File: config.mk
export PLATFORM = sky130hd
export DESIGN_NAME = featureLoader
export DESIGN_NICKNAME = d
export VERILOG_FILES = /design/src/logic/mlpPkg.sv /design/src/logic/featureLoader.sv
export VERILOG_INCLUDE_DIRS = /design/src /design/src/include
export SDC_FILE = /design/constraint.sdc
export NUM_CORES = 1
export LEC_CHECK = 0
export BUFFER_PORTS_ARGS = -buffer_cell sky130_fd_sc_hd__buf_2
export CORE_MARGIN = 2
export CORE_UTILIZATION = 37
export CTS_CLUSTER_DIAMETER = 80
export CTS_CLUSTER_SIZE = 14
export DETAILED_ROUTE_END_ITERATION = 16
export GPL_TIMING_DRIVEN = 0
export SKIP_CTS_REPAIR_TIMING = 1
export SKIP_LAST_GASP = 1
export SLEW_MARGIN = 5
export SYNTH_ARGS = -nofsm -noshare
export SYNTH_HDL_FRONTEND = slang
export SYNTH_SLANG_ARGS = --single-unit
File: constraint.sdc
create_clock -name clk -period 5.4 [get_ports clk]
set_input_delay 1.08 -clock clk [delete_from_list [all_inputs] [get_ports clk]]
set_output_delay 1.08 -clock clk [all_outputs]
set_load 0.02 [all_outputs]
File: src/include/mlpParams.svh
`ifndef MLP_PARAMS_SVH
`define MLP_PARAMS_SVH

// Width of every feature, weight and score.
`define DATA_WIDTH 32

// Features per vector.
`define NUM_INPUTS 15

// Neurons in the layer, so also scores per vector.
`define NUM_NEURONS 4

// Vector slots in the loader and the serializer, and the initial credit count on both sides.
`define VEC_SLOTS 2

// Cycles from vecValid to scoreValid through the neuron pipeline.
`define NODE_LATENCY 3

`endif
File: src/logic/mlpPkg.sv
`include "mlpParams.svh"

package mlpPkg;

	typedef logic signed [`DATA_WIDTH-1:0] sample_t;
	typedef sample_t [`NUM_INPUTS-1:0] featureVec_t; // Element 0 is the first word received.
	typedef sample_t [`NUM_NEURONS-1:0] scoreVec_t;
	typedef logic [$clog2(`NUM_NEURONS)-1:0] neuronIdx_t;

	localparam sample_t weightTable [`NUM_NEURONS][`NUM_INPUTS] = '{
		'{1204, -3311, 2745, -987, 4102, -2256, 613, -1840,
			3379, 2901, -4455, 1532, -702, 2088, -1169},
		'{-1876, 4420, 903, -2637, -1195, 5318, -3042, 1477,
			688, -2210, 3864, -956, 2417, -3508, 1721},
		'{3055, -742, -4189, 2264, 1398, -1623, 4770, -2981,
			-517, 1846, -1342, 3627, -2085, 1110, 2543},
		'{-2837, 2652, -2590, 1857, 6880, 1388, 1750, 7235,
			-4980, 1260, 735, 2179, 1648, -1597, -3867}
	};

	localparam sample_t biasTable [`NUM_NEURONS] = '{-150, 275, -320, 480};

	function automatic sample_t weightOf(input int neuron, input int idx);
		return weightTable[neuron][idx];
	endfunction

	function automatic sample_t biasOf(input int neuron);
		return biasTable[neuron];
	endfunction

endpackage

File: src/logic/featureLoader.sv
`timescale 1ns/100ps
`include "mlpParams.svh"

module featureLoader
	import mlpPkg::*;
(
	input logic clk,
	input logic reset,
	input logic inValid,
	input sample_t inFeature,
	input logic slotFree,
	output logic inCredit,
	output logic vecValid,
	output featureVec_t vecData
);

	localparam int CntWidth = $clog2(`NUM_INPUTS);
	localparam int PtrWidth = $clog2(`VEC_SLOTS);
	localparam int CreditWidth = $clog2(`VEC_SLOTS + 1);
	localparam logic [CntWidth-1:0] LastWord = CntWidth'(`NUM_INPUTS - 1);

	featureVec_t slotMem [`VEC_SLOTS];
	logic [`VEC_SLOTS-1:0] slotFull;
	logic [PtrWidth-1:0] wrSlot;
	logic [PtrWidth-1:0] rdSlot;
	logic [CntWidth-1:0] wordCnt;
	logic [CreditWidth-1:0] layerCredits;

	assign vecValid = slotFull[rdSlot] && (layerCredits != '0); // Layer never stalls.
	assign vecData = slotMem[rdSlot];
	assign inCredit = vecValid; // The issued slot is free for the sender again.

	always_ff @(posedge clk)
	begin
		if (inValid)
			slotMem[wrSlot][wordCnt] <= inFeature;
	end

	always_ff @(posedge clk)
	begin
		if (reset)
		begin
			slotFull <= '0;
			wrSlot <= '0;
			rdSlot <= '0;
			wordCnt <= '0;
			layerCredits <= CreditWidth'(`VEC_SLOTS);
		end
		else
		begin
			if (vecValid)
			begin
				slotFull[rdSlot] <= 1'b0;
				rdSlot <= rdSlot + 1'b1;
			end
			if (inValid)
			begin
				if (wordCnt == LastWord)
				begin
					wordCnt <= '0;
					slotFull[wrSlot] <= 1'b1; // Vector complete, issue from next cycle.
					wrSlot <= wrSlot + 1'b1;
				end
				else
					wordCnt <= wordCnt + 1'b1;
			end
			case ({slotFree, vecValid})
				2'b10: layerCredits <= layerCredits + 1'b1;
				2'b01: layerCredits <= layerCredits - 1'b1;
				default: layerCredits <= layerCredits;
			endcase
		end
	end

endmodule

[Yosys cells after proc, flatten, opt, wreduce, memory -nomap -nowiden]
Memory sizes are Yosys's and may differ from the RTL's. A register that Yosys moved wholly into a read port is not among the register bits.
Cells that the tools add are included.
Widths: inputs -> output; s select.
Cells by class
  add/subtract/negate cells: 5
  $lt $le $gt $ge: 6
  eq/ne operators: 3
  muxes and demuxes: 18
  bitwise operators: 3
  reduce and logical (&&, ||, !) cells: 7
Operators by type and width (count)
  $mux 480: 1
  $demux 32 s4: 1
  $mux 32: 1
  $mux 2: 4
  $mux 1: 7
  $lt 4x5->1 const B: 1
  $add 4x1->4 const B: 1
  $eq 4x4->1 const B: 1
  $ge 4x1->1 const B: 1
  $logic_and 1x1->1: 4
  $lt 1x2->1 const B: 2
  $mux 4: 1
  $pmux 2 s2: 1
  $reduce_bool 2->1: 2
  $add 1x1->1 const B: 2
  $add 2x1->2 const B: 1
  $and 2x2->2: 1
  $demux 1 s1: 2
  $eq 2x1->1 const B: 1
  $eq 2x2->1 const B: 1
  $ge 1x1->1 const B: 2
  $not 2->2: 1
  $or 2x2->2: 1
  $reduce_and 2->1: 1
  $sub 2x1->2 const B: 1
Storage, ports and cells
  register bits after elaboration: 10
  memory bits (writable): 960
  input bits: 36
  logic and storage cells: 48
  memories kept: 1
Memories
  slotMem: depth 2, width 480, read ports 1, clocked after Yosys merged registers in 1, wr ports 1, RTL line featureLoader.sv:22  | featureVec_t slotMem [`VEC_SLOTS];

[Depth between registers and ports, before layout]
  depth after elaboration: 11
  gate-level depth with buffers: 6

[Worst setup path after synthesis]
No wires, ideal clock.
  kind: input to register
  start point: input inValid
  end point: memory slotMem[0][416] in the netlist's numbering, enable pin
  arrival time: 3.812 ns
  path slack: 1.120 ns
  cell stages on the path: 3
  buffers on the path: 1
  cells stage by stage: buf_4 nand4b_1 nor3b_1
Between the ends
  word-level cells in the longest chain between the ends: 2
RTL lines
  start: declaration: RTL line featureLoader.sv:9  | input logic inValid,
  $mux 1: RTL line featureLoader.sv:35  | if (inValid)
  $mux 480 (not written as such): RTL line featureLoader.sv:36  | slotMem[wrSlot][wordCnt] <= inFeature;
  end: declaration: RTL line featureLoader.sv:22
Every way passes these cells.

==> flow_summary.ini <==
[timing]
final_hold_viol_count = 0
worst_pin_slew_ns = 1.067
setup_slack_ns = 1.875
min_period_over_period = 0.6527
slew_headroom = 0.2886
rsz0062_at_grt = false
finClkSkew_ns = 0.02317
min_period_ns = 3.525
slew_violations = 0
setup_viol = 0
max_freq_mhz = 283.7

[power]
ir_worst_vdd_v = 0.0002311
power.static_leakage_uw = 0.01449
p_per_area_nw_per_um2 = 329.4

[placement]
place_ws_ns = 1.999
io_buffers = 516
dpl.hpwl_um = 61050
place_congestion = 0.7610
place_inst = 3419

[die]
num_rows = 113
die_h_um = 313.2
initial_utilization = 0.3729
coreArea_sq_um = 94870
boundaryPins = 518
die_w_um = 313.2
die-area_sq_um = 98100

[yosys]
synthCells = 1596
synth_top_cell_area_share = 0.8149
synth-edff-count = 960
netlist_area_sq_um = 35380
ys_warn_count = 0
async_reset_ff_frac = 0
synth_cell_types = 36
synthFlopType = edfxtp_1
yosysSeqAreaShare = 0.8211
syn_area_per_cell_sq_um = 22.17
synth_most_common_cell = edfxtp_1
synth_nets = 1633
synth-seq-cells = 971
yosys-top-cells-count = edfxtp_1 (960), mux2_2 (280), mux2_1 (200), buf_2 (37), nor2_1 (28)
synth_area_leaders = edfxtp_1 (81%), mux2_2 (8.9%), mux2_1 (6.4%), buf_6 (0.73%), dfxtp_1 (0.62%)
synth_top_cell_by_area = edfxtp_1

[worst_hold_path]
hold_class = flip-flop to flip-flop

[routing]
post_drt_wl_per_cell_um = 27.31
wl_um = 96380
drt_iter0_drc = 1174
routed-wl-met3_um = 7427
dr.max_layer_used = met4
drc_errors = 0
first_pass_iters = 5
wl_met2_um = 47660
num_vias = 17407
wl_met1_um = 38490
ant_nets = 0
vias_per_cell = 4.933

[cts]
clockRootBuffer = clkbuf_16
cts.sinks = 971
clk_pin_slew_ns = 0.06
clkLatencyLatePin_ns = 0.64
cts_tree = done
numCtsBuffers = 81
htreeDepth = 3
cts_buffer_depth = 3

[critical_path]
crit_chain = buf_2 > buf_6 > buf_6 > mux2_1 > buf_2
cp_num_buf_inv = 4
critPathKind = flip-flop to output port
start_kind = flip-flop
slowest_delay_ns = 0.39
critPathSlowestCell = buf_2
cp.arrival_ns = 2.44
path_delay_family = buffers and inverters
crit_required_ns = 4.32
endpoint_kind = output port
cp_max_fo = 10

[cells_and_area]
final_layout_size_suffix_gt1_frac = 0.4563
final_util = 0.4509
final_cells = 3529
syn2layout_area_growth_pct = 20.91
nets = 2274

[outcome]
outcome = complete, no violations

[grt]
grt_pass1_vias = 17904
antenna_found_initial = 8
grt_overflow = 0
globalRouteTotalUtil = 0.1918
grt_max_degree = 33
grt_pass1_wl_um = 131500

[run]
maxCapViolCount = 0
==> logic make-up after synthesis <==
group | after synthesis | synth area share
compound gates | 18 | 0.003113
xor+xnor | 2 | 0.0004952
fa+ha+maj | 1 | 0.0003536
buf+inv | 66 | 0.01340
flops | 971 | 0.8211
mux | 481 | 0.1531
simple gates | 57 | 0.008454
==> layout make-up <==
cell class | count | area (sq um)
plain buffers | 63 | 462.9
flip-flops and latches | 971 | 29050
fillers | 8050 | 52100
clock buffers | 88 | 2181
multi-input cells | 559 | 6048
well taps | 1265 | 1583
repair buffers | 558 | 3323
inverters | 3 | 11.26
clock inverters | 11 | 90.09
diodes | 11 | 27.53
==> registers in the layout, summed over array words and instances, names as in the netlist, named ones only <==
name and flops:
wordCnt 4, slotFull 2, slotMem 960, wrSlot 1
layerCredits 2, rdSlot 1
==> tightest hold or removal path, stage by stage, from the launching register on <==
cell and delay, ns:
dfxtp_1 0.33, o21ai_0 0.09, a21oi_1 0.07
==> routing by layer <==
| metal | global-route usage | up-vias |
|---|---|---|
| met4 | 0.06166 | 0 |
| met1 | 0.2384 | 9042 |
| met5 | 0 | - |
| met3 | 0.05571 | 148 |
| met2 | 0.3226 | 610 |
| li1 | - | 7607 |
==> metrics by stage <==
step / power (uW) / instance area (sq um) / setup TNS (ns) / hold slack (ns)
2_1_floorplan: 8584 / 35380 / 0 / 0.4667
3_3_place_gp: 8843 / 39540 / -66.18 / 0.4781
3_5_place_dp: 8869 / 40480 / 0 / 0.5261
4_1_cts: 14260 / 42750 / 0 / 0.5312
5_1_grt: 14520 / 42750 / 0 / 0.5411
6_report: 14090 / 42770 / 0 / 0.5388
==> power breakdown <==
group / switching (uW) / leakage [uW] / internal [uW]
logic: 302 / 0.00464 / 64.5
registers: 9.30 / 0.00874 / 8320
clock network: 2500 / 0.00112 / 2890
==> cells in the final DEF (no fill, tap or decap), drive strengths merged <==
cell type    n
dfxtp       11
diode       11
clkinvlp     1
a311o        1
nand2        3
or2          1
clkinv       8
buf        620
edfxtp     960
or3b         2
ha           1
nand4b       1
xnor2        1
inv          4
bufinv       1
o21ai        6
mux2       480
and3         1
or3          2
nor2        28
nor3b        1
nand4        1
clkbuf      89
a21oi        7
mux2i        1
a311oi       2
nor3         8
a2bb2oi      1
nand3        1
nand3b       5
xor2         1
o2111ai      1
nand2b       3
==> worst paths after layout <==
path         cells after the start   startpoint         endpoint  slack [ns]
max                              5    flip-flop     vecData[266]        1.88
min reg2reg                      2  slotFull[0]      slotFull[0]        0.54
min                              2  slotFull[0]      slotFull[0]        0.54
max reg2reg                      5   wordCnt[2]  slotMem[1][314]        2.76
No activity file was read; power rests on OpenSTA's default activity.
