[src/include/mlpParams.svh]
`ifndef MLP_PARAMS_SVH
`define MLP_PARAMS_SVH

// Width of every feature, weight and score.
`define DATA_WIDTH 32

// Features per vector.
`define NUM_INPUTS 15

// Neurons in the layer, so also scores per vector.
`define NUM_NEURONS 4

// Vector slots in the loader and the serializer, and the initial credit count on both sides.
`define VEC_SLOTS 2

// Cycles from vecValid to scoreValid through the neuron pipeline.
`define NODE_LATENCY 3

`endif
[src/logic/mlpPkg.sv]
`include "mlpParams.svh"

package mlpPkg;

	typedef logic signed [`DATA_WIDTH-1:0] sample_t;
	typedef sample_t [`NUM_INPUTS-1:0] featureVec_t; // Element 0 is the first word received.
	typedef sample_t [`NUM_NEURONS-1:0] scoreVec_t;
	typedef logic [$clog2(`NUM_NEURONS)-1:0] neuronIdx_t;

	localparam sample_t weightTable [`NUM_NEURONS][`NUM_INPUTS] = '{
		'{1204, -3311, 2745, -987, 4102, -2256, 613, -1840,
			3379, 2901, -4455, 1532, -702, 2088, -1169},
		'{-1876, 4420, 903, -2637, -1195, 5318, -3042, 1477,
			688, -2210, 3864, -956, 2417, -3508, 1721},
		'{3055, -742, -4189, 2264, 1398, -1623, 4770, -2981,
			-517, 1846, -1342, 3627, -2085, 1110, 2543},
		'{-2837, 2652, -2590, 1857, 6880, 1388, 1750, 7235,
			-4980, 1260, 735, 2179, 1648, -1597, -3867}
	};

	localparam sample_t biasTable [`NUM_NEURONS] = '{-150, 275, -320, 480};

	function automatic sample_t weightOf(input int neuron, input int idx);
		return weightTable[neuron][idx];
	endfunction

	function automatic sample_t biasOf(input int neuron);
		return biasTable[neuron];
	endfunction

endpackage

[src/logic/resultSerializer.sv]
`timescale 1ns/100ps
`include "mlpParams.svh"

module resultSerializer
	import mlpPkg::*;
(
	input logic clk,
	input logic reset,
	input logic scoreValid,
	input scoreVec_t scoreData,
	input logic outCredit,
	output logic outValid,
	output sample_t outScore,
	output neuronIdx_t outIndex,
	output logic slotFree
);

	localparam int PtrWidth = $clog2(`VEC_SLOTS);
	localparam int CreditWidth = 16; // Room for a receiver that grants far ahead.
	localparam neuronIdx_t LastIdx = neuronIdx_t'(`NUM_NEURONS - 1);

	scoreVec_t slotMem [`VEC_SLOTS];
	logic [`VEC_SLOTS-1:0] slotFull;
	logic [PtrWidth-1:0] wrSlot;
	logic [PtrWidth-1:0] rdSlot;
	neuronIdx_t wordIdx;
	logic [CreditWidth-1:0] outCredits;

	assign outValid = slotFull[rdSlot] && (outCredits != '0);
	assign outScore = slotMem[rdSlot][wordIdx];
	assign outIndex = wordIdx;
	assign slotFree = outValid && (wordIdx == LastIdx); // Returns a layer credit to the loader.

	always_ff @(posedge clk)
	begin
		if (scoreValid)
			slotMem[wrSlot] <= scoreData;
	end

	always_ff @(posedge clk)
	begin
		if (reset)
		begin
			slotFull <= '0;
			wrSlot <= '0;
			rdSlot <= '0;
			wordIdx <= '0;
			outCredits <= '0;
		end
		else
		begin
			if (scoreValid)
			begin
				slotFull[wrSlot] <= 1'b1; // A slot is always free here, by layer credits.
				wrSlot <= wrSlot + 1'b1;
			end
			if (outValid)
			begin
				if (wordIdx == LastIdx)
				begin
					wordIdx <= '0;
					slotFull[rdSlot] <= 1'b0;
					rdSlot <= rdSlot + 1'b1;
				end
				else
					wordIdx <= wordIdx + 1'b1;
			end
			case ({outCredit, outValid})
				2'b10: outCredits <= outCredits + 1'b1;
				2'b01: outCredits <= outCredits - 1'b1;
				default: outCredits <= outCredits;
			endcase
		end
	end

endmodule

[config.mk]
export PLATFORM = sky130hd
export DESIGN_NAME = resultSerializer
export DESIGN_NICKNAME = d
export VERILOG_FILES = /design/src/logic/mlpPkg.sv /design/src/logic/resultSerializer.sv
export VERILOG_INCLUDE_DIRS = /design/src /design/src/include
export SDC_FILE = /design/constraint.sdc
export NUM_CORES = 1
export LEC_CHECK = 0
export BUFFER_PORTS_ARGS = -buffer_cell sky130_fd_sc_hd__clkbuf_2
export CAP_MARGIN = 20
export CELL_PAD_IN_SITES_DETAIL_PLACEMENT = 0
export CELL_PAD_IN_SITES_GLOBAL_PLACEMENT = 1
export CORE_MARGIN = 4
export CORE_UTILIZATION = 52
export DETAILED_ROUTE_END_ITERATION = 16
export PLACE_DENSITY = 0.86
export RECOVER_POWER = 50
export SLEW_MARGIN = 20
export SYNTH_ARGS = -nofsm -noshare
export SYNTH_HDL_FRONTEND = slang
export SYNTH_SLANG_ARGS = --single-unit
[constraint.sdc]
create_clock -name clk -period 15.6 [get_ports clk]
set_clock_uncertainty 0.05 [all_clocks]
set_input_delay 2.34 -clock clk [delete_from_list [all_inputs] [get_ports clk]]
set_output_delay 2.34 -clock clk [all_outputs]
set_load 0.02 [all_outputs]
# == Word level (Yosys, flattened, before mapping) ==
# Memories as Yosys holds them, arrays and structs flattened. A register that Yosys moved wholly into a read port is not among the register bits.
# Index checks and enable logic that the tools add are counted.
# op_classes
eq_ne,3
order_cmp,5
reduce_logical,7
bitwise_logic,3
add_sub_neg,5
mux,18
# ops
operator,n
$bmux 32 s2,1
$mux 32,1
$pmux 16 s2,1
$add 16x1->16 const B,1
$reduce_bool 16->1,1
$sub 16x1->16 const B,1
$mux 2,5
$mux 1,8
$eq 2x2->1 const B,2
$logic_and 1x1->1,4
$lt 1x2->1 const B,2
$lt 2x3->1 const B,1
$add 1x1->1 const B,2
$add 2x1->2 const B,1
$and 2x2->2,1
$demux 1 s1,2
$eq 2x1->1 const B,1
$ge 1x1->1 const B,2
$not 2->2,1
$or 2x2->2,1
$reduce_and 2->1,1
$reduce_bool 2->1,1
# totals
mem_bits_rw,256
wordCells,47
ff_bits,22
n_memories,1
output_inout_bits,36
# mem_list
memory,depth,word_bits,read_ports,rd_clocked_by_memory_dff,wr,line,rtl
slotMem,2,128,1,1,1,resultSerializer.sv:22,scoreVec_t slotMem [`VEC_SLOTS];

# == Depth between registers and ports, before layout ==
# logic_depth
depth_word,10
mapped_depth,17
depth_no_buf,12

# == Least setup slack after synthesis ==
# OpenSTA, ideal clock, no wires.
# synth_timing
path_type,in2reg
start,input port scoreValid
end,memory slotMem[0][0] in the netlist's numbering (enable)
n_path_buf,0
t_arrival_ps,7920
path_stages,1
path_slack_ps,6997
path_cell_list,nor2b_1
# synth_via
elab_chain_len,2
# synth_lines
item,line,rtl
"start, declared",resultSerializer.sv:9,"input logic scoreValid,"
$mux 1,resultSerializer.sv:36,if (scoreValid)
$mux 1 (implied by the code),resultSerializer.sv:37,slotMem[wrSlot] <= scoreData;
"end, declared",resultSerializer.sv:22,
# Every way passes these cells.

# == Worst setup path in the final report ==
# layout_timing
start,input port scoreValid
end,memory slotMem[1][106] in the netlist's numbering (enable)
# Same word-level chain as after synthesis.

==> results.yml <==
route:
  totalWireLength_mm: 22.7
  drc_errors: 0
  via_per_inst: 5.81
  first_iter_violations: 526
  first_pass_iters: 5
  vias: 6313
  ant_nets: 0
  wl_per_cell_um: 20.9
yosys:
  syn_area_mm2: 0.0115
  yosys_warnings: 0
  synth.distinct_cells: 72
  synth_area_leaders: "edfxtp_1 (67%), mux4_2 (13%), dfxtp_1 (4.0%), mux2_2 (3.2%), clkbuf_1 (0.75%)"
  syn_inst: 624
  syn_nets: 760
  async_flop_share_pct: 0
  ys_seq_area_share_pct: 70.7
  synth_edf_count: 256
  synth_largest_area_cell: "edfxtp_1"
  synthFlopType: "edfxtp_1"
  ys_ff_latch: 279
  avgSynthCellArea_um2: 18.5
  synth_top_area_share_pct: 66.7
cells_and_area:
  fin_nets: 920
  syn2layout_area_growth_pct: 16.3
  diodes: 0
  stdcell_area_mm2: 0.0134
  fillers: 1619
  drive_gt1_share_pct: 27.3
  post-route-util_pct: 61.4
global_routing:
  grtUsageTotal_pct: 18.4
  overflow: 0
  antenna_found_initial: 1
  grt_start_max_net_pins: 79
  grt_pass1_wl_mm: 35.7
  grt_pass1_vias: 6688
flow_run:
  maxCapViolCount: 2
critical_path:
  regToRegSetupSlack_ns: 11.06
  required_ns: 15.70
  path_cells: "clkbuf_1 > and2_0 > buf_4"
  critPathMaxFanout: 73
  startpoint: "scoreValid"
  cpLargestDelayFamily: "simple AND/OR/NAND/NOR gates"
  crit_arrival_ns: 6.22
  cpMaxStageDelayCell: "and2_0"
  crit_path_end_kind: "flip-flop"
  start_kind: "input pin"
  worst-path-buf-inv: 2
  crit_type: "in2reg"
  slowest_delay_ns: 2.59
  r2r-start: "wrSlot"
placement:
  gp_congestion: 0.822
  placed_area_mm2: 0.0126
  post-dp-hpwl_mm: 14.6
  numPortBuffers: 167
timing:
  slew_headroom_pct: -140
  min_period_ns: 6.12
  hold-worst-slack_ns: 0.453
  grt_setup_unrepaired: "no"
  worstMarginPinSlew_ns: 3.59
  clock.fmax_mhz: 163
  setup_viol: 0
  timing.setup.tns_ns: 0
  fin_crit_sh_pct: 39.2
  hold_viol: 0
  drv_slew: 77
outcome:
  failed_checks: "max-capacitance violations, max-slew violations"
  status: "finished, violations left"
clock_tree:
  cts_tree: "done"
  clk_pin_slew_ns: 0.06
  clk_latency_ns: 0.53
  cts_root_buffer: "clkbuf_16"
  htree_levels: 1
  clock-sinks: 279
  clockBufferDepth: 3
  cts_setup_buffers: 0
  cts_buffers: 28
  cts_resized: 0
  hold_buffers: 0
min_path:
  hold_path_class: "reg2reg"
  hold_start: "slotFull[0]"
floorplan:
  fp.dieArea_mm2: 0.0246
  die_y_um: 157
  core_area_mm2: 0.0218
  fp-row-count: 54
  start_util_pct: 52.8
  die_x_um: 157
  io_pins: 168
power:
  power.density_mw_per_mm2: 149
  total_power_w: 0.00200
  p_leak_nw: 4.41
  vdd_ir_drop_max_v: 0.000108
## where the power goes
part	switching, W	internal [W]	leakage, nW
Sequential	0.0000712	0.000879	2.59
Clock	0.000266	0.000414	0.462
Combinational	0.000199	0.000172	1.36
Total	0.000536	0.00147	4.41
## cell usage in the layout, fill, tap and decap left out, types with 4 or more instances in the layout
| master | synthesis | routed |
|---|---|---|
| a211oi_1 | 4 | 4 |
| a21oi_1 | 12 | 12 |
| buf_4 | 0 | 6 |
| bufinv_16 | 0 | 5 |
| clkbuf_1 | 23 | 110 |
| clkbuf_16 | 0 | 28 |
| clkbuf_2 | 0 | 64 |
| clkinv_1 | 0 | 4 |
| clkinv_2 | 0 | 4 |
| dfxtp_1 | 23 | 20 |
| edfxtp_1 | 256 | 256 |
| ha_1 | 4 | 4 |
| inv_1 | 6 | 6 |
| mux2_1 | 6 | 6 |
| mux2_2 | 33 | 33 |
| mux2i_1 | 5 | 5 |
| mux4_2 | 64 | 64 |
| nand2_1 | 14 | 14 |
| nand2b_1 | 4 | 4 |
| nand3_1 | 4 | 4 |
| nor2_1 | 23 | 23 |
| nor2b_1 | 9 | 9 |
| nor3_1 | 10 | 10 |
| nor4_1 | 5 | 5 |
| o21ai_0 | 13 | 13 |
| or3_1 | 8 | 8 |
| xnor2_1 | 6 | 6 |
## synthesized netlist by cell type, types with 3 or more instances
cell	n
dfxtp_1	23
o21a_1	3
a211oi_1	4
nand2_1	14
or3_1	8
inv_1	6
nand3_1	4
buf_2	7
mux2_2	33
o21ai_0	13
nor2_1	23
mux2i_1	5
mux4_2	64
edfxtp_1	256
ha_1	4
o211ai_1	3
nor3_1	10
buf_1	11
mux2_1	6
a31oi_1	3
clkbuf_1	23
xnor2_1	6
a21o_1	3
nor4_1	5
or4_1	3
a21oi_1	12
nand2b_1	4
nor2b_1	9
## registers in the layout, indices dropped and copies added, names as in the netlist, named ones only
| register | count |
|---|---|
| outCredits | 16 |
| outIndex | 2 |
| slotFull | 2 |
| wrSlot | 1 |
| rdSlot | 1 |
| slotMem | 256 |
## worst register-to-register path, delay by kind of cell (launching register included)
| family | cells | cell delay, ns |
|---|---|---|
| and+or+nand+nor | 1 | 2.59 |
| buffers and inverters | 1 | 1.05 |
| DFF | 1 | 0.36 |
## cell type report
type                    count  area (um2)  area share [%]
clock buffers              36         731            5.45
clock inverters            16         219            1.63
inverters                   7        26.3           0.196
multi-input cells         295        3170            23.6
flip-flops and latches    279        8160            60.9
well taps                 280         350            2.61
repair buffers            173         752            5.61
## worst paths after layout
kind / end / depth (start not counted)
max: slotMem[1][106] / 3
min: slotFull[0] / 2
max reg2reg: slotMem[1][106] / 2
min reg2reg: slotFull[0] / 2
## layer usage
metal  GRT usage, %  routed length (um)  up-vias
li1               -                   -     2875
met1           24.0                9000     3185
met2           31.2               11600      216
met3           5.25                1860       35
met4           3.84                 301        2
met5              0                  13        -
## metrics by stage
stage | worst slack, ns | cells
2_1_floorplan | 7.00 | 624
3_3_place_gp | 10.53 | 1034
3_5_place_dp | 10.41 | 1034
4_1_cts | 10.02 | 1086
5_1_grt | 8.97 | 1086
6_report | 9.48 | 1086
## kinds of logic after synthesis
group,Yosys count,share of synthesized area (%)
AOI/OAI and AO/OA,75,4.92
xor gates and xnor gates,8,0.608
adders and majority gates,4,0.434
buffers and inverters,50,1.83
DFF,279,70.7
muxes,108,16.7
and+or+nand+nor,100,4.79
(Power assumes the default switching activity.)
